`config.mk`:
```
export PLATFORM = sky130hd
export DESIGN_NAME = avmm_if_skid
export DESIGN_NICKNAME = d
export VERILOG_FILES = /design/src/rtl/avmm_pkg.sv /design/src/rtl/avmm_ready_skid.sv /design/src/rtl/avmm_if_skid.sv
export SDC_FILE = /design/constraint.sdc
export NUM_CORES = 1
export LEC_CHECK = 0
export ABC_CLOCK_PERIOD_IN_PS = 5460
export BUFFER_PORTS_ARGS = -buffer_cell sky130_fd_sc_hd__buf_4
export CORE_MARGIN = 4
export CORE_UTILIZATION = 35
export DETAILED_ROUTE_END_ITERATION = 6
export PLACE_DENSITY = 0.67
export SETUP_SLACK_MARGIN = 0.5
export SYNTH_ARGS = -nofsm -noshare
export SYNTH_HDL_FRONTEND = slang
export SYNTH_SLANG_ARGS = --single-unit
```
`constraint.sdc`:
```
create_clock -name clk -period 5.46 [get_ports clk]
set_clock_uncertainty 0.1 [all_clocks]
set_input_delay 0 -clock clk [delete_from_list [all_inputs] [get_ports clk]]
set_output_delay 0 -clock clk [all_outputs]
set_load 0.005 [all_outputs]
```
`src/rtl/avmm_pkg.sv`:
```
// ------------------------------
// Avalon memory subsystem package
// Bus widths, the request and response
// beat structs and the single-word memory
// command passed from decoder to RAM
// ------------------------------

package avmm_pkg;

    // Word address width, 1024 words of storage
    localparam int AVMM_ADDR_W = 10;

    // Data bus width in bits
    localparam int AVMM_DATA_W = 32;

    // One enable per data byte
    localparam int AVMM_BE_W = AVMM_DATA_W / 8;

    // Burst length field, bursts run from 1 to 8 beats
    localparam int AVMM_BURST_W = 4;

    // Number of words held by the RAM
    localparam int AVMM_DEPTH = 1 << AVMM_ADDR_W;

    // One Avalon request beat as driven by the host
    // Read and write are the request strobes and are never high together
    typedef struct packed {
        logic [AVMM_ADDR_W-1:0]  address;
        logic [AVMM_BURST_W-1:0] burstcount;
        logic [AVMM_DATA_W-1:0]  writedata;
        logic [AVMM_BE_W-1:0]    byteenable;
        logic                    read;
        logic                    write;
    } avmm_req_t;

    // One read response beat
    // The response channel has no back-pressure
    typedef struct packed {
        logic [AVMM_DATA_W-1:0] readdata;
        logic                   readdatavalid;
    } avmm_rsp_t;

    // Operation carried by a single-word memory command
    typedef enum logic [1:0] {
        MEM_IDLE  = 2'd0,
        MEM_READ  = 2'd1,
        MEM_WRITE = 2'd2
    } mem_op_e;

    // One word access after burst sequencing
    // The address already includes the beat offset within the burst
    typedef struct packed {
        mem_op_e                op;
        logic [AVMM_ADDR_W-1:0] addr;
        logic [AVMM_DATA_W-1:0] wdata;
        logic [AVMM_BE_W-1:0]   be;
    } mem_cmd_t;

endpackage

```
`src/rtl/avmm_ready_skid.sv`:
```
// ------------------------------
// Ready/enable skid buffer
// Two entries, an output register and a
// skid register, so that both the data and
// the ready seen by the source are registered
// ------------------------------

`timescale 1ns/1ps

module avmm_ready_skid #(
    parameter int N_DATA_BITS = 8
) (
    input  logic                   clk,
    input  logic                   rst,

    input  logic                   enable_from_src,
    input  logic [N_DATA_BITS-1:0] data_from_src,
    output logic                   ready_to_src,

    output logic                   enable_to_dst,
    output logic [N_DATA_BITS-1:0] data_to_dst,
    input  logic                   ready_from_dst
);

    logic                   out_valid;
    logic [N_DATA_BITS-1:0] out_data;
    logic                   skid_valid;
    logic                   skid_valid_nxt;
    logic [N_DATA_BITS-1:0] skid_data;
    logic                   ready_q;
    logic                   src_accept;
    logic                   out_load;

    // A beat moves in from the source only while the skid entry is free
    assign src_accept = enable_from_src && ready_q;

    // The output register may be refilled when it is empty or being consumed
    assign out_load = ready_from_dst || !out_valid;

    always_comb
    begin
        skid_valid_nxt = skid_valid;
        // Refilling the output always drains the skid entry first
        if (out_load)
            skid_valid_nxt = 1'b0;
        else if (src_accept)
            skid_valid_nxt = 1'b1;
    end

    always_ff @(posedge clk)
    begin
        if (rst)
        begin
            out_valid  <= 1'b0;
            skid_valid <= 1'b0;
            ready_q    <= 1'b0;
        end
        else
        begin
            if (out_load)
                out_valid <= skid_valid || src_accept;
            skid_valid <= skid_valid_nxt;
            // Ready is a flop, low while reset is asserted
            ready_q    <= !skid_valid_nxt;
        end
    end

    // Older beat in the skid entry goes out before any new one
    always_ff @(posedge clk)
    begin
        if (out_load)
            out_data <= skid_valid ? skid_data : data_from_src;
        if (!out_load && src_accept)
            skid_data <= data_from_src;
    end

    assign ready_to_src  = ready_q;
    assign enable_to_dst = out_valid;
    assign data_to_dst   = out_data;

    // A stalled beat must not change until the destination takes it
    a_hold_on_stall: assert property (@(posedge clk) disable iff (rst)
        enable_to_dst && !ready_from_dst |=> enable_to_dst && $stable(data_to_dst));

endmodule

```
`src/rtl/avmm_if_skid.sv`:
```
// ------------------------------
// Avalon skid stage
// Optional registered request path with
// flow control and an optional register on
// the read response path
// ------------------------------

`timescale 1ns/1ps

module avmm_if_skid import avmm_pkg::*; #(
    parameter int SKID_REQ = 1,
    parameter int REG_RSP  = 1
) (
    input  logic      clk,
    input  logic      rst,

    input  avmm_req_t host_req,
    output logic      host_waitrequest,
    output avmm_rsp_t host_rsp,

    output avmm_req_t mem_req,
    input  logic      mem_waitrequest,
    input  avmm_rsp_t mem_rsp
);

    generate
        if (SKID_REQ != 0)
        begin : g_skid_req
            logic      req_ready;
            logic      req_valid;
            avmm_req_t skid_req;

            // The whole request beat travels as one packed vector
            avmm_ready_skid #(
                .N_DATA_BITS($bits(avmm_req_t))
            ) req_skid_i (
                .clk            (clk),
                .rst            (rst),
                .enable_from_src(host_req.read || host_req.write),
                .data_from_src  (host_req),
                .ready_to_src   (req_ready),
                .enable_to_dst  (req_valid),
                .data_to_dst    (skid_req),
                .ready_from_dst (!mem_waitrequest)
            );

            assign host_waitrequest = !req_ready;

            // Stale strobes in an empty skid slot must not reach the decoder
            always_comb
            begin
                mem_req       = skid_req;
                mem_req.read  = skid_req.read && req_valid;
                mem_req.write = skid_req.write && req_valid;
            end
        end
        else
        begin : g_wire_req
            assign host_waitrequest = mem_waitrequest;
            assign mem_req          = host_req;
        end

        if (REG_RSP != 0)
        begin : g_reg_rsp
            // No back-pressure on responses, so one register is enough
            always_ff @(posedge clk)
            begin
                if (rst)
                    host_rsp.readdatavalid <= 1'b0;
                else
                    host_rsp.readdatavalid <= mem_rsp.readdatavalid;
                host_rsp.readdata <= mem_rsp.readdata;
            end
        end
        else
        begin : g_wire_rsp
            assign host_rsp = mem_rsp;
        end
    endgenerate

endmodule

```
==> metrics.csv, run 1 <==
metric;value;unit
min_period_over_period;0.404;
wirelength;10.3;mm
vias_per_cell;4.17;
placementRows;44;
htree_levels;4;
synthCells;262;
cpMaxStageDelayCell;dfxtp_4;
critPathCaptureType;flip-flop;
fmax;454;MHz
rr_endpoint;g_skid_req.req_skid_i.ready_to_src;
grt_util_all_layers;0.125;
r2r_slack;3260;ps
drc;0;
cts_resized;0;
cp.arrival;2400;ps
syn_area;5170;µm²
pwr-share-seq;0.473;
synth_top_cell_by_area;edfxtp_1;
io_buffers;173;
drv_cap;0;
hold_depth;3;
rsz0062_at_grt;false;
grt_first_pass_wirelength;15.8;mm
hold_class;in2reg;
clkPwrFrac;0.438;
clkLatencyLatePin;410;ps
antenna_found_initial;0;
ys_ff_latch;140;
swShare;0.189;
r2r-start;g_skid_req.req_skid_i.skid_valid;
start_kind;flip-flop;
combPwrFrac;0.089;
worstMarginPinSlew;999;ps
mostFrequentLayoutCell;buf_4;
hold_viol;0;
tns;0;ps
yosysSeqAreaShare;0.743;
layout_common_cells;buf_4, edfxtp_1, dlygate4sd3_1, mux2_4, dfxtp_1;
fin_nets;576;
required;5650;ps
ant_nets;0;
slew_headroom;0.334;
grt_pass1_vias;3238;
crit_path_cell_trace;nor3_1 > dlygate4sd3_1 > o31a_1;
period_needed;2200;ps
cts-buffers-inserted;17;
clockBufferDepth;2;
place_ws;3350;ps
ir_worst_vdd;0.000227;V
setup_violations;0;
internal_power;2090;µW
antenna_cells;0;
core;14500;µm²
p_switching;488;µW
p_per_area;334;nW/µm²
detail_route.first_pass.iterations;4;
yosysUniqueCellTypes;17;
nFillCells;1128;
tritoncts;done;
critical_path_class;reg2reg;
grt_max_degree;56;
routedWlPerCell;15.0;µm
rr_worst_depth;3;
critPathMaxFanout;55;
areaGrowthSynthToFinish;48.9;%
drtIter0Drc;118;
die_h;130;µm
dieWidth;130;µm
io_pins;174;
cts.clk_slew.worst_paths;60;ps
endpoint;g_skid_req.req_skid_i.ready_to_src;
grt-ovfl-total;0;
avgSynthCellArea;19.7;µm²
ys_warn_count;0;
synth_top_cell_area_share;0.604;
vias;2858;
gp_congestion;0.693;
slowest_delay;980;ps
cts_sinks;140;
dp_hpwl;6.12;mm
synth.area.top_cells;edfxtp_1, mux2_4, dfxtp_1;
final_max_slew_viol_count;0;
cts_root_buf;clkbuf_16;
worstSetupStartpoint;g_skid_req.req_skid_i.skid_valid;
p_leak;0.00318;µW
setup_ws;3260;ps
start_util;0.357;
synth.net_count;350;
dieArea;16800;µm²
drive_above_1_share;0.509;
status;finished clean;
## Yosys cell counts
cell type and number:
buf_4 50, nand2_1 1, nor4_1 1, and2_1 2, inv_1 3, dfxtp_1 36
buf_12 5, nor3_1 1, o21ai_0 1, mux2_2 3, a31oi_1 1, nor2b_1 1
nor2_1 2, edfxtp_1 104, o31a_1 1, buf_6 1, mux2_4 49
## state kept, by name, summed over array words and instances, names as in the netlist
name,flops
g_skid_req.req_skid_i.data_to_dst,52
g_skid_req.req_skid_i.skid_data,52
g_skid_req.req_skid_i.enable_to_dst,1
g_skid_req.req_skid_i.ready_to_src,1
g_skid_req.req_skid_i.skid_valid,1
host_rsp,33
## worst min-delay path by stage
stage,startpoint,endpoint,slack [ps]
4_1_cts,mem_waitrequest,g_skid_req.req_skid_i.skid_data[1],30
3_3_place_gp,mem_rsp[12],host_rsp[12],4
2_1_floorplan,mem_rsp[10],host_rsp[10],-70
3_5_place_dp,mem_rsp[32],host_rsp[32],6
6_report,mem_waitrequest,g_skid_req.req_skid_i.skid_data[49],30
5_1_grt,mem_waitrequest,g_skid_req.req_skid_i.skid_data[49],40
## critical path, delay by kind of cell, from the launching register on
family,cells,cell delay [ps]
DFF,1,980
AOI/OAI and AO/OA,1,240
buffers and inverters,1,630
and+or+nand+nor,1,140
## power by group through the flow
stage / Clock [µW] / Combinational (µW) / Sequential (µW)
4_1_cts: 1160 / 231 / 1220
5_1_grt: 1200 / 248 / 1220
2_1_floorplan: 0 / 92.6 / 1240
3_3_place_gp: 0 / 178 / 1240
3_5_place_dp: 0 / 181 / 1240
6_report: 1130 / 230 / 1220
## per-layer routing
metal  global-route usage  vias up  routed length, µm
met3               0.0606       17                987
li1                     -     1360                  -
met2                0.209      131               5090
met5                    0        -                  0
met4               0.0617        0                241
met1                0.133     1350               3970
## metrics by stage
stage	util	hold WS, ps	instances	power, µW	instance area (µm²)
after detailed placement	0.431	5.59	565	1420	6240
final	0.532	32.5	685	2580	7700
after global routing	0.532	35.4	685	2680	7700
after floorplan	-	-72.3	262	1330	5170
after CTS	0.532	26.6	685	2610	7700
after global placement	0.431	4.42	565	1420	6240
## layout make-up
cell class                 count  area, µm²  area share
tap                          184        230      0.0299
multi-input combinational     63        841       0.109
clock inverter                 8        116      0.0151
clock buffer                  24        462      0.0599
sequential                   140       3850       0.500
inverter                       3       11.3     0.00146
timing repair buffer         263       2190       0.285
## kinds of logic after synthesis
group | count (synthesis) | synth area share
AOI/OAI and AO/OA | 3 | 0.00387
muxes | 52 | 0.149
DFF | 140 | 0.743
buffers and inverters | 59 | 0.0963
and+or+nand+nor | 8 | 0.00798
## repair_timing
| action | CTS | global route |
|---|---|---|
| setup buffers | 0 | 0 |
| hold buffers | 88 | 0 |
| hold endpoints to repair | 140 | 0 |
(Power assumes the default switching activity.)
==> inputs of run 2 (changes only) <==
--- a/config.mk
+++ b/config.mk
@@ -5,12 +5,13 @@
 export SDC_FILE = /design/constraint.sdc
 export NUM_CORES = 1
 export LEC_CHECK = 0
-export ABC_CLOCK_PERIOD_IN_PS = 5460
+export ABC_AREA = 1
+export ABC_CLOCK_PERIOD_IN_PS = 2000
 export BUFFER_PORTS_ARGS = -buffer_cell sky130_fd_sc_hd__buf_4
 export CORE_MARGIN = 4
 export CORE_UTILIZATION = 35
 export DETAILED_ROUTE_END_ITERATION = 6
-export PLACE_DENSITY = 0.67
+export PLACE_DENSITY = 0.7
 export SETUP_SLACK_MARGIN = 0.5
 export SYNTH_ARGS = -nofsm -noshare
 export SYNTH_HDL_FRONTEND = slang
==> constraint.sdc (replaced) <==
create_clock -name clk -period 2 [get_ports clk]
set_clock_uncertainty 0.1 [all_clocks]
set_input_delay 0 -clock clk [delete_from_list [all_inputs] [get_ports clk]]
set_output_delay 0 -clock clk [all_outputs]
set_load 0.005 [all_outputs]
==> run 2 against run 1 <==
Effect of this change: via count grew 14%; setup slack worse by 2700 ps; utilization grew 1.1 points; synthesized cell count rose by 44%; non-clock buffer count increased by 1; clock power rose to 2.6 times the previous value; final cell count increased by 16%; sequential power grew to 2.7 times the previous value; critical path type unchanged.
==> metrics.csv, run 2 <==
metric;value;unit;change
combPwrFrac;0.088;;about the same
io_buffers;173;;unchanged
synth_top_cell_area_share;0.625;;+0.0216
internal_power;5540;µW;+170%
grt_first_pass_wirelength;17.6;mm;+11%
io_pins;174;;unchanged
clockBufferDepth;2;;unchanged
synth_top_cell_by_area;edfxtp_1;;
clkLatencyLatePin;400;ps;about the same
grt-ovfl-total;0;;unchanged
yosys.area_share.simple;0.125;;+0.117
setup_violations;0;;unchanged
mostFrequentLayoutCell;buf_4;;
synth_edf_count;104;;unchanged
rr_endpoint;g_skid_req.req_skid_i.skid_data[39];;
clkPwrFrac;0.431;;-0.007
async_reset_ff_frac;0;;unchanged
utilization;0.543;;+0.0111
ys_warn_count;0;;unchanged
fmax;710;MHz;+57%
dieWidth;127;µm;-1.6%
vias;3272;;+14%
cts.clk_slew.worst_paths;50;ps;about the same
placementRows;43;;-2.3%
fin_nets;687;;+19%
synthTopCellsByCount;nand2_1, edfxtp_1, buf_4;;
critical_path_class;reg2reg;;
p_leak;0.00335;µW;+5.4%
rr_worst_depth;3;;unchanged
drive_above_1_share;0.348;;-0.161
synth_fa_ha_area_frac;0;;unchanged
yosysSeqAreaShare;0.770;;+0.0266
synth_top_family_by_area;simple AND/OR/NAND/NOR gates;;
yosysMostFrequentCell;nand2_1;;
whs_endpoint;host_rsp[9];;
period_needed;1410;ps;-797 ps
p_switching;1390;µW;+180%
gp_congestion;0.717;;+3.5%
r2r-start;g_skid_req.req_skid_i.enable_to_dst;;
wirelength;11.0;mm;+6.8%
cts_sinks;140;;unchanged
htree_levels;4;;unchanged
required;1980;ps;-3670 ps
critPathCaptureType;flip-flop;;
synthCells;377;;+44%
drtIter0Drc;159;;+35%
avgSynthCellArea;13.2;µm²;-33%
start_util;0.358;;+0.00111
synth.area.top_cells;edfxtp_1, dfxtp_1, nand2_1;;
cts_root_buf;clkbuf_16;;
antenna_cells;0;;unchanged
ir_worst_vdd;0.000596;V;+160%
yosysUniqueCellTypes;11;;-6
tns;0;ps;unchanged
synth.net_count;465;;+33%
ant_nets;0;;unchanged
areaGrowthSynthToFinish;51.5;%;
drv_cap;0;;unchanged
ys.flop_type;edfxtp_1;;
dieArea;16200;µm²;-3.2%
cp.arrival;1390;ps;-1010 ps
antenna_found_initial;0;;unchanged
tritoncts;done;;
r2r_slack;590;ps;-2660 ps
cts-buffers-inserted;17;;unchanged
hold_depth;2;;-1
synth_mux_area_frac;0;;-0.149
synth_compound_area_frac;0.00200;;-0.00187
dp_hpwl;7.13;mm;+17%
yosys.area_share.xor_xnor;0;;unchanged
worstMarginPinSlew;401;ps;-599 ps
grt_pass1_vias;3611;;+12%
start_kind;flip-flop;;
die_h;127;µm;-1.6%
min_period_over_period;0.704;;+0.300
swShare;0.200;;+0.0110
syn_area;4990;µm²;-3.5%
hold_start;mem_rsp[9];;
layout_common_cells;buf_4, nand2_1, edfxtp_1, dlygate4sd3_1, dfxtp_1;;
grt_util_all_layers;0.141;;+0.0158
critPathMaxFanout;28;;-49%
routedWlPerCell;13.9;µm;-7.7%
core;13900;µm²;-3.8%
hold_class;in2reg;;
hold_viol;0;;unchanged
drc;0;;unchanged
p_per_area;915;nW/µm²;+170%
status;finished clean;;
pwr-share-seq;0.481;;+0.008
detail_route.first_pass.iterations;4;;unchanged
vias_per_cell;4.13;;-0.98%
grt_max_degree;55;;-1.8%
rsz0062_at_grt;false;;
ys_ff_latch;140;;unchanged
slew_headroom;0.733;;+0.399
final_max_slew_viol_count;0;;unchanged
==> run 2: cell types whose count changed after synthesis, moves of 2 or more <==
cell	previous run	this run
mux2_4	49	0
and2_1	2	0
buf_6	1	6
nand2_1	1	162
inv_1	3	7
buf_12	5	0
buf_4	50	55
mux2_2	3	0
==> run 2: per-stage QoR <==
step                      instance area, µm²  power, µW  setup slack (ps)  cells  hold slack (ps)
after floorplan                         5020       3600              81.9    377            -72.3
after global placement                  6100       3850               541    673             4.40
after detailed placement                6100       3870               490    673             5.46
after CTS                               7560       6990               524    792              113
after global routing                    7570       7200               508    792              121
final                                   7570       6920               592    792              136
==> run 2: kinds of logic (layout without fill, tap and decap cells) <==
family,Yosys count,count (layout)
AND/OR/NAND/NOR,166,166
buffers and inverters,69,304
AO/OA/AOI/OAI,2,2
flip-flops,140,140
==> run 2: how the worst max path moves through the flow <==
stage,from,to,slack [ps],cells after the start
after global placement,g_skid_req.req_skid_i.enable_to_dst,g_skid_req.req_skid_i.skid_data[46],540,3
after floorplan,g_skid_req.req_skid_i.enable_to_dst,g_skid_req.req_skid_i.skid_data[0],80,2
after detailed placement,g_skid_req.req_skid_i.enable_to_dst,g_skid_req.req_skid_i.skid_data[39],490,3
after global routing,g_skid_req.req_skid_i.enable_to_dst,g_skid_req.req_skid_i.skid_data[39],510,3
after CTS,g_skid_req.req_skid_i.enable_to_dst,g_skid_req.req_skid_i.skid_data[20],520,3
final,g_skid_req.req_skid_i.enable_to_dst,g_skid_req.req_skid_i.skid_data[39],590,3
==> run 2: layout make-up <==
class | count | area (µm²)
fillers | 1136 | 6370
flip-flops and latches | 140 | 3850
repair buffers | 264 | 2210
multi-input cells | 168 | 658
clock buffers | 23 | 532
well taps | 180 | 225
clock inverters | 9 | 53.8
inverters | 8 | 35.0
==> run 2: power groups by stage <==
stage | Sequential [µW] | Combinational, µW | Clock (µW)
after floorplan | 3380 | 220 | 0
after global placement | 3380 | 470 | 0
after detailed placement | 3390 | 479 | 0
after CTS | 3330 | 617 | 3050
after global routing | 3340 | 671 | 3190
final | 3330 | 611 | 2990
==> run 2: what timing repair did <==
item                                    CTS  global route
endpoints found under the setup margin   28            53
gates resized for setup                   1             3
pin swaps                                 0             0
buffers inserted                          0             0
hold buffers                             87             0
hold endpoints to repair                166             0
==> run 2: worst max-delay path, cell delays in order (launching register included) <==
cell and delay (ps):
dfxtp_4 380, nand2_8 160, nor2_4 150, buf_6 270
==> run 2: metal layers <==
layer / vias to the layer above / share of wire / global-route usage
met5: - / 0 / 0
met1: 1498 / 0.39 / 0.152
met4: 0 / 0.014 / 0.0549
met2: 129 / 0.50 / 0.241
met3: 12 / 0.097 / 0.0661
li1: 1633 / - / -
