File: config.mk
export PLATFORM = sky130hd
export DESIGN_NAME = avmm_burst_decode
export DESIGN_NICKNAME = d
export VERILOG_FILES = /design/src/rtl/avmm_pkg.sv /design/src/rtl/avmm_burst_decode.sv
export SDC_FILE = /design/constraint.sdc
export NUM_CORES = 1
export LEC_CHECK = 0
export ABC_AREA = 1
export ABC_CLOCK_PERIOD_IN_PS = 3900
export BUFFER_PORTS_ARGS = -buffer_cell sky130_fd_sc_hd__buf_4
export CAP_MARGIN = 20
export CORE_UTILIZATION = 40
export CTS_BUF_LIST = sky130_fd_sc_hd__clkbuf_2
export DETAILED_ROUTE_END_ITERATION = 16
export PLACE_DENSITY = 0.75
export SYNTH_ARGS = -nofsm -noshare
export SYNTH_HDL_FRONTEND = slang
export SYNTH_SLANG_ARGS = --single-unit
File: constraint.sdc
create_clock -name clk -period 3.9 [get_ports clk]
set_input_delay 0.39 -clock clk [delete_from_list [all_inputs] [get_ports clk]]
set_output_delay 0.39 -clock clk [all_outputs]
set_load 0.03 [all_outputs]
File: src/rtl/avmm_pkg.sv
// ------------------------------
// Avalon memory subsystem package
// Bus widths, the request and response
// beat structs and the single-word memory
// command passed from decoder to RAM
// ------------------------------

package avmm_pkg;

    // Word address width, 1024 words of storage
    localparam int AVMM_ADDR_W = 10;

    // Data bus width in bits
    localparam int AVMM_DATA_W = 32;

    // One enable per data byte
    localparam int AVMM_BE_W = AVMM_DATA_W / 8;

    // Burst length field, bursts run from 1 to 8 beats
    localparam int AVMM_BURST_W = 4;

    // Number of words held by the RAM
    localparam int AVMM_DEPTH = 1 << AVMM_ADDR_W;

    // One Avalon request beat as driven by the host
    // Read and write are the request strobes and are never high together
    typedef struct packed {
        logic [AVMM_ADDR_W-1:0]  address;
        logic [AVMM_BURST_W-1:0] burstcount;
        logic [AVMM_DATA_W-1:0]  writedata;
        logic [AVMM_BE_W-1:0]    byteenable;
        logic                    read;
        logic                    write;
    } avmm_req_t;

    // One read response beat
    // The response channel has no back-pressure
    typedef struct packed {
        logic [AVMM_DATA_W-1:0] readdata;
        logic                   readdatavalid;
    } avmm_rsp_t;

    // Operation carried by a single-word memory command
    typedef enum logic [1:0] {
        MEM_IDLE  = 2'd0,
        MEM_READ  = 2'd1,
        MEM_WRITE = 2'd2
    } mem_op_e;

    // One word access after burst sequencing
    // The address already includes the beat offset within the burst
    typedef struct packed {
        mem_op_e                op;
        logic [AVMM_ADDR_W-1:0] addr;
        logic [AVMM_DATA_W-1:0] wdata;
        logic [AVMM_BE_W-1:0]   be;
    } mem_cmd_t;

endpackage

File: src/rtl/avmm_burst_decode.sv
// ------------------------------
// Avalon burst decoder
// Splits single and burst requests into
// one memory command per word and stalls
// the host while a read burst is replayed
// ------------------------------

`timescale 1ns/1ps

module avmm_burst_decode import avmm_pkg::*; (
    input  logic      clk,
    input  logic      rst,

    input  avmm_req_t mem_req,
    output logic      mem_waitrequest,
    output mem_cmd_t  mem_cmd
);

    typedef enum logic [1:0] {
        DEC_IDLE     = 2'd0,
        DEC_WR_BURST = 2'd1,
        DEC_RD_BURST = 2'd2
    } dec_state_e;

    dec_state_e              state;
    dec_state_e              state_nxt;
    logic [AVMM_ADDR_W-1:0]  base_addr;
    logic [AVMM_BURST_W-1:0] beat_idx;
    logic [AVMM_BURST_W-1:0] beats_left;
    logic [AVMM_BURST_W-1:0] req_len;
    logic                    wait_q;
    logic                    beat_acc;

    assign mem_waitrequest = wait_q;
    assign beat_acc = (mem_req.read || mem_req.write) && !wait_q;

    // A burstcount of zero counts as a single beat
    assign req_len = (mem_req.burstcount == '0) ? AVMM_BURST_W'(1) : mem_req.burstcount;

    always_comb
    begin
        state_nxt     = state;
        mem_cmd.op    = MEM_IDLE;
        mem_cmd.addr  = base_addr + AVMM_ADDR_W'(beat_idx);
        mem_cmd.wdata = mem_req.writedata;
        mem_cmd.be    = mem_req.byteenable;
        case (state)
            DEC_IDLE:
            begin
                // First beat uses its own address, later beats the saved base
                mem_cmd.addr = mem_req.address;
                if (beat_acc && mem_req.write)
                begin
                    mem_cmd.op = MEM_WRITE;
                    if (req_len > AVMM_BURST_W'(1))
                        state_nxt = DEC_WR_BURST;
                end
                else if (beat_acc && mem_req.read)
                begin
                    mem_cmd.op = MEM_READ;
                    if (req_len > AVMM_BURST_W'(1))
                        state_nxt = DEC_RD_BURST;
                end
            end
            DEC_WR_BURST:
            begin
                // Write beats arrive at the host's pace
                if (beat_acc && mem_req.write)
                begin
                    mem_cmd.op = MEM_WRITE;
                    if (beats_left == AVMM_BURST_W'(1))
                        state_nxt = DEC_IDLE;
                end
            end
            DEC_RD_BURST:
            begin
                // One read per cycle, the host is held off meanwhile
                mem_cmd.op = MEM_READ;
                if (beats_left == AVMM_BURST_W'(1))
                    state_nxt = DEC_IDLE;
            end
            default: state_nxt = DEC_IDLE;
        endcase
    end

    always_ff @(posedge clk)
    begin
        if (rst)
        begin
            state      <= DEC_IDLE;
            wait_q     <= 1'b1;
            beat_idx   <= '0;
            beats_left <= '0;
        end
        else
        begin
            state  <= state_nxt;
            // Waitrequest is high exactly while a read burst is replayed
            wait_q <= (state_nxt == DEC_RD_BURST);
            if (state == DEC_IDLE && beat_acc)
            begin
                beat_idx   <= AVMM_BURST_W'(1);
                beats_left <= req_len - AVMM_BURST_W'(1);
            end
            else if (mem_cmd.op != MEM_IDLE)
            begin
                beat_idx   <= beat_idx + AVMM_BURST_W'(1);
                beats_left <= beats_left - AVMM_BURST_W'(1);
            end
        end
    end

    // Burst base address is latched from the first beat
    always_ff @(posedge clk)
    begin
        if (state == DEC_IDLE && beat_acc)
            base_addr <= mem_req.address;
    end

    a_one_strobe: assert property (@(posedge clk) disable iff (rst)
        !(mem_req.read && mem_req.write));

endmodule

==> impl_results.md, run 1 <==
* Yosys reg bits at 21
* Vias per cell at 4.97
* CTS tree: yes
* Synth Area in Simple Gates at 28.5%
* Global-route wire length before repair at 5460 um
* Port Buffers at 30
* Die Wd at 67.8 um
* WP data arrival at 2.25 ns
* Crit Reg-Reg Endpoint: beats_left[2]
* Largest net degree at the start of global routing at 18
* Filler instances at 431
* Internal Power at 359 uW
* Post-cts resize count at 0
* Hold Path Depth at 2
* Seq/Total Area, Yosys at 30.0%
* Hold_sp: rst
* Mux cell area share after synthesis at 0%
* Core box area at 4090 um2
* Slew @ Worst Pin at 0.453 ns
* Startpoint types: flip-flop
* Clk Latency, worst-skew pair at 0.34 ns
* Area share of the largest cell type after synthesis at 17.3%
* Post-CTS Setup Inserts at 0
* Crit path cell chain: ha_1 -> inv_1 -> fa_1 -> inv_1 -> nand3_1 -> nand2_1 -> a21o_1 -> nand3_1 -> nand2_1 -> buf_4
* Top Ports at 103
* Switch Pwr at 231 uW
* Initial antenna violation count at 0
* Post-Synth Adder-Cell Area at 7.65%
* Drt pass-1 iters at 4
* Buf/Inv on CP at 3
* Reg2Reg Setup Slack at 2.31 ns
* Xor/xnor share of the synthesized area at 2.53%
* Total detailed-routing wirelength at 3450 um
* Critical Path RT at 3.51 ns
* Vias at 1417
* Mapped Area at 1730 um2
* Vias in the first global route at 1259
* Die ar. at 4600 um2
* Post-synth net total at 303
* Slew Viols, Final at 0
* Total track usage at 15.8%
* Height of the chip at 67.8 um
* CTS root buf: clkbuf_2
* Crit-path slowest cell: dfxtp_1
* Hold/Removal Path Class: input port to flip-flop
* Clock Skews at 0.00780 ns
* Status: finished clean
* Layout cells sized above 1 at 17.9%
* Post-synth cell types at 29
* Synthesized area per cell at 7.25 um2
* DR DRC count at 0
* DRT antenna net count at 0
* Iteration-0 DRC Markers at 103
* Hold Crit Endpoint: state[0]
* Row count at 23
* Multi-input gate area at 811 um2
* Peak VDD IR at 0.132 mV
* Setup TNS at 0 ns
* Crit Path Category: flip-flop to output port
* Final Hold Viols at 0
* Pwr dens at 336 nW/um2
* Largest family of logic cells by synthesized area: simple AND/OR/NAND/NOR gates
* Combinational Power Share at 37.5%
* Lkg Pwr at 0.000868 uW
* RR Startpoint: state[1]
* Synth area leader: edfxtp_1
* CP max stage delay at 0.46 ns
* FMAX at 378 MHz
* CP delay by family, top: adder cells
* Final design utilization at 43.0%
* Inserted Diodes at 0
* Placed Instances at 281
* Clk pin slew, worst setup/hold paths at 0.23 ns
* Sw Ratio at 39.1%
* Relative slew slack at 69.7%
* Post-route minimum period at 2.64 ns
* CTS Buf Count at 3
* Placer Congestion at 0.867
* Post-CTS Hold Fix Bufs at 0
* Final global-route overflow total at 0
* Starting Density at 42.4%
* Avg WL per Cell at 12.1 um
* Crit end category: output port
* Area growth syn-to-layout at 1.30%
* CTS max path bufs at 2
* Non-filler cells in the finished layout at 285
* Seq pwr share at 45.6%
* Area contributors post-synth: edfxtp_1 17%, buf_4 16%, dfxtp_1 13%
* Cells after Synth at 239
* Max_cap viols at 0
* Register Area at 520 um2
* CTS sink cnt at 21
* Compound-Gate Fraction of Synth Area at 8.09%
* Ys Warns at 0
* HPWL after DPL at 2630 um
* RSZ-0062 raised after global routing: no
* Layout Nets at 300
* Cells on worst reg2reg path at 7
* H-tree depth at 1
* Endpoints failing setup at 0
* Clock power share at 16.9%
* Crit-path max FO at 5
* Fin crit share at 67.8%
-- per-layer routing --
metal  wire length [um]  track usage, %  vias to the layer above
met3                233            5.50                       10
met5                  0               0                        -
met1               1520            18.0                      635
li1                   -               -                      723
met2               1640            27.4                       49
met4                 44            5.21                        0
-- synthesized netlist by cell type --
library cell,count
a21o_1,1
a21oi_1,8
buf_2,1
buf_4,36
buf_6,1
clkinv_1,1
dfxtp_1,11
edfxtp_1,10
fa_1,1
ha_1,9
inv_1,26
inv_2,2
inv_4,1
nand2_1,57
nand3_1,20
nand3_2,1
nand3b_1,2
nand4_1,4
nor2_1,22
nor2_4,2
nor2_8,1
nor3_1,1
o211ai_1,1
o211ai_2,1
o21ai_0,6
o21ai_1,7
o21bai_1,1
xnor2_1,3
xor2_1,2
-- stage by stage --
| step | setup WS [ns] | power [uW] | hold slack, ns | instance area, um2 |
|---|---|---|---|---|
| after floorplan | 1.72 | 493 | 0.459 | 1730 |
| after global placement | 1.81 | 492 | 0.483 | 1730 |
| after detailed placement | 1.73 | 496 | 0.497 | 1730 |
| after CTS | 1.26 | 599 | 0.171 | 1760 |
| after global routing | 1.06 | 635 | 0.156 | 1760 |
| final | 1.26 | 590 | 0.207 | 1760 |
-- kinds of logic after synthesis --
| logic type | Yosys count |
|---|---|
| buf+inv | 68 |
| fa+ha+maj | 10 |
| simple gates | 110 |
| compound gates | 25 |
| flops | 21 |
| xor+xnor | 5 |
-- power by group through the flow --
stage                     sequential [uW]  combinational [uW]  clock [uW]
after detailed placement              274                 222           0
after CTS                             269                 223         107
after global routing                  272                 246         116
after floorplan                       272                 222           0
final                                 269                 221        99.8
after global placement                273                 218           0
-- cell usage in the layout (no fill, tap or decap), types with 2 or more instances in the layout --
cell type / instances
nor2_4: 2
inv_2: 2
a21oi_1: 8
o21ai_0: 6
xnor2_1: 3
inv_1: 26
nand3b_1: 2
nor2_1: 22
xor2_1: 2
o21ai_1: 7
clkbuf_2: 3
dfxtp_1: 11
buf_4: 30
edfxtp_1: 10
ha_1: 9
nand3_1: 20
nand4_1: 4
nand2_1: 57
inv_4: 2
-- registers in the layout, indices dropped and copies added (netlist names) --
name / count
base_addr: 10
beat_idx: 4
beats_left: 4
state: 2
mem_waitrequest: 1
-- worst max path at each step --
stage                           start           to  slack, ns  cells after the start
final                     beat_idx[0]  mem_cmd[44]       1.26                     10
after global routing      beat_idx[0]  mem_cmd[44]       1.06                     10
after CTS                 beat_idx[0]  mem_cmd[44]       1.26                     10
after detailed placement  beat_idx[0]  mem_cmd[44]       1.73                     10
after global placement    beat_idx[0]  mem_cmd[44]       1.81                     10
after floorplan           beat_idx[0]  mem_cmd[38]       1.72                      6
-- cell type report --
| type | instances | share of cell area (%) |
|---|---|---|
| Clock buffer | 3 | 0.855 |
| Clock inverter | 1 | 0.356 |
| Multi-Input combinational cell | 150 | 46.2 |
| Inverter | 30 | 6.56 |
| Sequential cell | 21 | 29.7 |
| Tap cell | 50 | 3.56 |
| Timing Repair Buffer | 30 | 12.8 |
Power figures use the tool's default switching activity.
==> run 2, diff against run 1 <==
- ABC_AREA: 1 -> 0
- ABC_CLOCK_PERIOD_IN_PS: 3900 -> 2500
- clock period: 3.9 -> 2.5 ns (I/O delays scaled with it)
==> run 2 against run 1 <==
Cell count fell by 16%. Critical path type unchanged. Global-route usage fell by 1.5 points. Final area fell by 0.64%. Largest cell class unchanged. Via count fell by 11%. Clock skew rose by 0.0055 ns. Sequential cell count did not move. Count of clock-buffer cells in the layout did not move. Largest power group unchanged. Clock power rose by 42%. Die area fell by 2.4%. Critical endpoint is now mem_cmd[43]. First-iteration DRC count fell by 56%. Synthesized cell count fell by 19%. Area after synthesis fell by 2.5%.
==> impl_results.md, run 2 <==
* WP data arrival at 2.16 ns
* Avg WL per Cell at 12.5 um
* Area growth syn-to-layout at 3.26%
* Hold/Removal Path Class: input port to flip-flop
* Commonest cells post-synth: 36 x buf_4, 14 x inv_1, 13 x nand2_1
* Cells after Synth at 193
* Largest family of logic cells by synthesized area: buffers and inverters
* Slew Viols, Final at 0
* CP max stage delay at 0.43 ns
* Iteration-0 DRC Markers at 45
* Max_cap viols at 0
* Die ar. at 4490 um2
* Final design utilization at 43.3%
* Lkg Pwr at 0.000726 uW
* Layout Nets at 254
* H-tree depth at 1
* Core box area at 4030 um2
* Number of flops mapped to enable cells by yosys at 10
* Crit-path slowest cell: edfxtp_1
* Largest regs: base_addr (10), beat_idx (4), beats_left (4)
* Async SR Flop Fraction at 0%
* Clk Latency, worst-skew pair at 0.33 ns
* Slew @ Worst Pin at 0.525 ns
* Crit Path Category: flip-flop to output port
* Mapped Area at 1690 um2
* Synth Area in Simple Gates at 14.7%
* Layout cells sized above 1 at 28.0%
* Setup TNS at 0 ns
* Post-Synth Adder-Cell Area at 7.85%
* CTS max path bufs at 2
* Ys Warns at 0
* Design area at 1740 um2
* Compound-Gate Fraction of Synth Area at 19.7%
* Relative slew slack at 65.0%
* Post-synth net total at 257
* Critical Path RT at 2.25 ns
* Reg2Reg Setup Slack at 0.84 ns
* Pwr dens at 541 nW/um2
* Total detailed-routing wirelength at 2980 um
* FMAX at 414 MHz
* Most flops, register: base_addr
* Count leader, synth: buf_4
* CP delay by family, top: compound AO/OA/AOI/OAI gates
* Starting Density at 41.9%
* Mux cell area share after synthesis at 3.04%
* Synth area leader: edfxtp_1
* Endpoints failing setup at 0
* Peak VDD IR at 0.142 mV
* Final Hold Viols at 0
* DR DRC count at 0
* Cells on worst reg2reg path at 3
* Inserted Diodes at 0
* Vias per cell at 5.27
* Worst setup margin at 0.0874 ns
* Final global-route overflow total at 0
* Top Ports at 103
* Crit-path max FO at 5
* Critical path depth in cells at 6
* CTS tree: yes
* Placed cell areas at 1700 um2
* Status: finished clean
* Most frequent cells in the layout: 32 x buf_4, 14 x inv_1, 13 x nand2_1
* CTS Buf Count at 3
* RR Startpoint: mem_waitrequest
* Startpoint types: flip-flop
* RSZ-0062 raised after global routing: no
* DRT antenna net count at 0
* Placer Congestion at 0.783
* Area contributors post-synth: edfxtp_1 18%, buf_4 16%, dfxtp_1 13%
* Die Wd at 67.0 um
* Height of the chip at 67.0 um
* Vias at 1259
* Port Buffers at 30
* Initial antenna violation count at 0
* Crit end category: output port
* Drt pass-1 iters at 4
* Synthesized area per cell at 8.75 um2
* Post-CTS Hold Fix Bufs at 0
* Row count at 23
* Total track usage at 14.3%
* CTS root buf: clkbuf_2
* Post-synth cell types at 47
* CP endpoint: mem_cmd[43]
* Clk pin slew, worst setup/hold paths at 0.21 ns
* Yosys reg bits at 21
* CTS sink cnt at 21
* Vias in the first global route at 1148
* Fin crit share at 96.5%
* Seq/Total Area, Yosys at 30.8%
* Crit path cell chain: ha_1 -> nand3_1 -> o211ai_2 -> a31oi_1 -> o31a_1 -> buf_4
* Filler instances at 395
* Overall power at 943 uW
* Area share of the largest cell type after synthesis at 17.8%
* Main synth FF type: dfxtp_1
* Xor/xnor share of the synthesized area at 3.11%
* Pre-CTS setup slack at 0.362 ns
* Post-CTS Setup Inserts at 0
* HPWL after DPL at 2320 um
* Crit Reg-Reg Endpoint: base_addr[5]
* Commonest non-fill, non-tap cell in the layout: buf_4
* Clock Skews at 0.0133 ns
* Largest net degree at the start of global routing at 24
* Max reg flops at 10
* Global-route wire length before repair at 4880 um
* Post-route minimum period at 2.41 ns
* Critical Path Start: base_addr[2]
* Buf/Inv on CP at 1
-- run 2: cell types whose count changed in the layout (fill, tap and decap cells not counted), sizes merged, moves of 4 or more --
cell	change
a211oi	+5
mux2i	+4
nor2	-18
nand2	-43
nor2b	+6
nand3	-14
nor3	+4
inv	-15
-- run 2: kinds of logic after synthesis --
logic type                 count (synthesis)
and+or+nand+nor                           49
DFF                                       21
buffers and inverters                     55
muxes                                      5
AOI/OAI and AO/OA                         47
xor gates and xnor gates                   6
adders and majority gates                 10
-- run 2: layer usage --
layer	global-route usage, %	vias to the layer above	routed length, um	part of all wire, %
li1	-	637	-	-
met1	17.7	587	1380	46
met2	24.5	30	1410	47
met3	3.25	5	165	5.5
met4	3.99	0	23	0.77
met5	0	-	0	0
-- run 2: how the worst min path moves through the flow --
stage                      from      endpoint  slack, ns  cells after the start
floorplan           mem_req[42]  base_addr[0]       0.35                      0
global placement    mem_req[45]  base_addr[3]       0.44                      1
detailed placement  mem_req[45]  base_addr[3]       0.44                      1
CTS                 mem_req[45]  base_addr[3]       0.09                      1
global route        mem_req[49]  base_addr[7]       0.06                      1
finish              mem_req[45]  base_addr[3]       0.08                      1
-- run 2: power by group --
part | switching, uW | internal (uW) | total (uW) | leakage [uW]
registers | 34.1 | 398 | 432 | 0.000185
clock network | 106 | 36.3 | 142 | 0.0000164
logic | 210 | 159 | 369 | 0.000524
-- run 2: stage by stage --
step	std cells	hold slack, ns
2_1_floorplan	193	0.349
3_3_place_gp	235	0.438
3_5_place_dp	235	0.438
4_1_cts	239	0.0873
5_1_grt	239	0.0625
6_report	239	0.0832
-- run 2: cell type report --
| type | count | area, um2 | area share [%] |
|---|---|---|---|
| Clock buffer | 3 | 15.0 | 0.861 |
| Tap cell | 50 | 62.6 | 3.59 |
| Sequential cell | 21 | 524 | 30.1 |
| Clock inverter | 1 | 5.00 | 0.287 |
| Multi-Input combinational cell | 117 | 841 | 48.2 |
| Inverter | 15 | 56.3 | 3.23 |
| Timing Repair Buffer | 32 | 240 | 13.8 |
-- run 2: repair_timing --
item                       in CTS  in global routing
setup endpoints to repair       2                  3
pin swaps                       0                  1
resized for setup               1                  8
==> run 3, diff against run 2 <==
- CORE_ASPECT_RATIO: unset -> 0.5
- CTS_BUF_LIST: sky130_fd_sc_hd__clkbuf_2 -> sky130_fd_sc_hd__clkbuf_8
==> run 3 against run 2 <==
Critical endpoint is now mem_cmd[44]. Critical path depth rose by 2. Critical path type unchanged. Routed wire length rose by 16%. Register-to-register slack got worse by 0.17 ns. Die area rose by 0.35%. Sequential cell count did not move. Global-route usage rose by 0.80 points.
==> impl_results.md, run 3 (same netlist as run 2, synthesis figures left out) <==
* Status: finished clean
* Pre-CTS setup slack at 0.291 ns
* Global-route wire length before repair at 5210 um
* Die Wd at 93.9 um
* Layout Nets at 255
* Hold Path Depth at 1
* Starting Density at 42.6%
* Most flops, register: base_addr
* Critical Path RT at 2.25 ns
* CTS tree: yes
* Core box area at 3960 um2
* CTS Buf Count at 3
* Layout cells sized above 1 at 26.8%
* Post-CTS Setup Inserts at 0
* Drt pass-1 iters at 4
* Placed cell areas at 1710 um2
* Area growth syn-to-layout at 4.96%
* Slew @ Worst Pin at 0.596 ns
* Fin crit share at 94.7%
* Design area at 1770 um2
* CTS sink cnt at 21
* Clk Latency, worst-skew pair at 0.26 ns
* Vias at 1289
* Pwr dens at 581 nW/um2
* Endpoints failing setup at 0
* Inserted Diodes at 0
* Commonest non-fill, non-tap cell in the layout: buf_4
* Most frequent cells in the layout: 33 x buf_4, 15 x inv_1, 13 x nand2_1
* Vias in the first global route at 1122
* WP data arrival at 2.12 ns
* Multi-input gate area at 835 um2
* Iteration-0 DRC Markers at 48
* Crit-path max FO at 5
* H-tree depth at 1
* Crit Path Category: flip-flop to output port
* Height of the chip at 48.0 um
* Clk pin slew, worst setup/hold paths at 0.08 ns
* Crit-path slowest cell: fa_1
* Max reg flops at 10
* HPWL after DPL at 2690 um
* Relative slew slack at 60.2%
* Slew Viols, Final at 0
* Top Ports at 103
* Total detailed-routing wirelength at 3450 um
* CTS root buf: clkbuf_8
* Initial antenna violation count at 0
* Post-route minimum period at 2.37 ns
* DR DRC count at 0
* FMAX at 422 MHz
* Largest net degree at the start of global routing at 17
* Non-filler cells in the finished layout at 244
* Worst setup margin at 0.132 ns
* Port Buffers at 30
* Total track usage at 15.1%
* Register Area at 522 um2
* Crit path cell chain: ha_1 -> inv_1 -> fa_1 -> nand2b_4 -> a211oi_2 -> xnor2_1 -> o21ai_0 -> buf_4
* Max_cap viols at 0
* Avg WL per Cell at 14.1 um
* DRT antenna net count at 0
* Crit end category: output port
* Die ar. at 4500 um2
* CP max stage delay at 0.41 ns
* Filler instances at 390
* Peak VDD IR at 0.185 mV
* Final Hold Viols at 0
* Hold/Removal Path Class: input port to flip-flop
* Overall power at 1030 uW
* Cells on worst reg2reg path at 5
* Final global-route overflow total at 0
* Placed Instances at 240
* Largest regs: base_addr (10), beat_idx (4), beats_left (4)
* Startpoint types: flip-flop
* Row count at 16
* CTS max path bufs at 2
* Placer Congestion at 0.862
* Setup TNS at 0 ns
* Clock Skews at 0.00312 ns
* Vias per cell at 5.28
* Lkg Pwr at 0.000740 uW
## run 3: path summary, 6_finish.rpt
kind          startpoint       endpoint  slack (ns)
max reg2reg     state[1]  beats_left[3]        0.67
min reg2reg  beat_idx[3]    beat_idx[3]        0.49
max          beat_idx[0]    mem_cmd[44]        0.13
min          mem_req[45]   base_addr[3]        0.17
## run 3: metal layers
metal | share of wire (%) | vias up | GRT usage, % | routed length [um]
met3 | 5.5 | 22 | 2.70 | 188
li1 | - | 637 | - | -
met4 | 2.9 | 0 | 7.08 | 99
met2 | 49 | 39 | 27.9 | 1680
met1 | 43 | 591 | 18.0 | 1480
met5 | 0 | - | 0 | 0
## run 3: cell type report
| class | count | area share [%] |
|---|---|---|
| multi-input combinational | 117 | 47.1 |
| sequential | 21 | 29.4 |
| timing repair buffer | 33 | 14.0 |
| tap | 54 | 3.81 |
| inverter | 15 | 3.18 |
| clock buffer | 3 | 2.33 |
| clock inverter | 1 | 0.212 |
## run 3: timing repair
action                     CTS  global route
hold buffers                 0             0
setup endpoints to repair    2             2
resized for setup            0             5
hold endpoints to repair     0             0
pin swaps                    0             1
## run 3: worst max-delay path, delay by kind of cell, from the launching register on
family / cells / cell delay (ns)
AO/OA/AOI/OAI: 2 / 0.40
buffers and inverters: 2 / 0.23
AND/OR/NAND/NOR: 1 / 0.18
XOR/XNOR: 1 / 0.09
adder cells (fa/ha/maj): 2 / 0.58
flip-flops: 1 / 0.37
## run 3: where the power goes
part,switching [uW],internal (uW)
Clock,116,110
Combinational,214,159
Sequential,34.8,397
## run 3: per-stage QoR
| stage | utilization [%] | hold slack (ns) |
|---|---|---|
| 2_1_floorplan | - | 0.349 |
| 3_3_place_gp | 43.1 | 0.437 |
| 3_5_place_dp | 43.1 | 0.438 |
| 4_1_cts | 44.3 | 0.164 |
| 5_1_grt | 44.7 | 0.160 |
| 6_report | 44.7 | 0.166 |
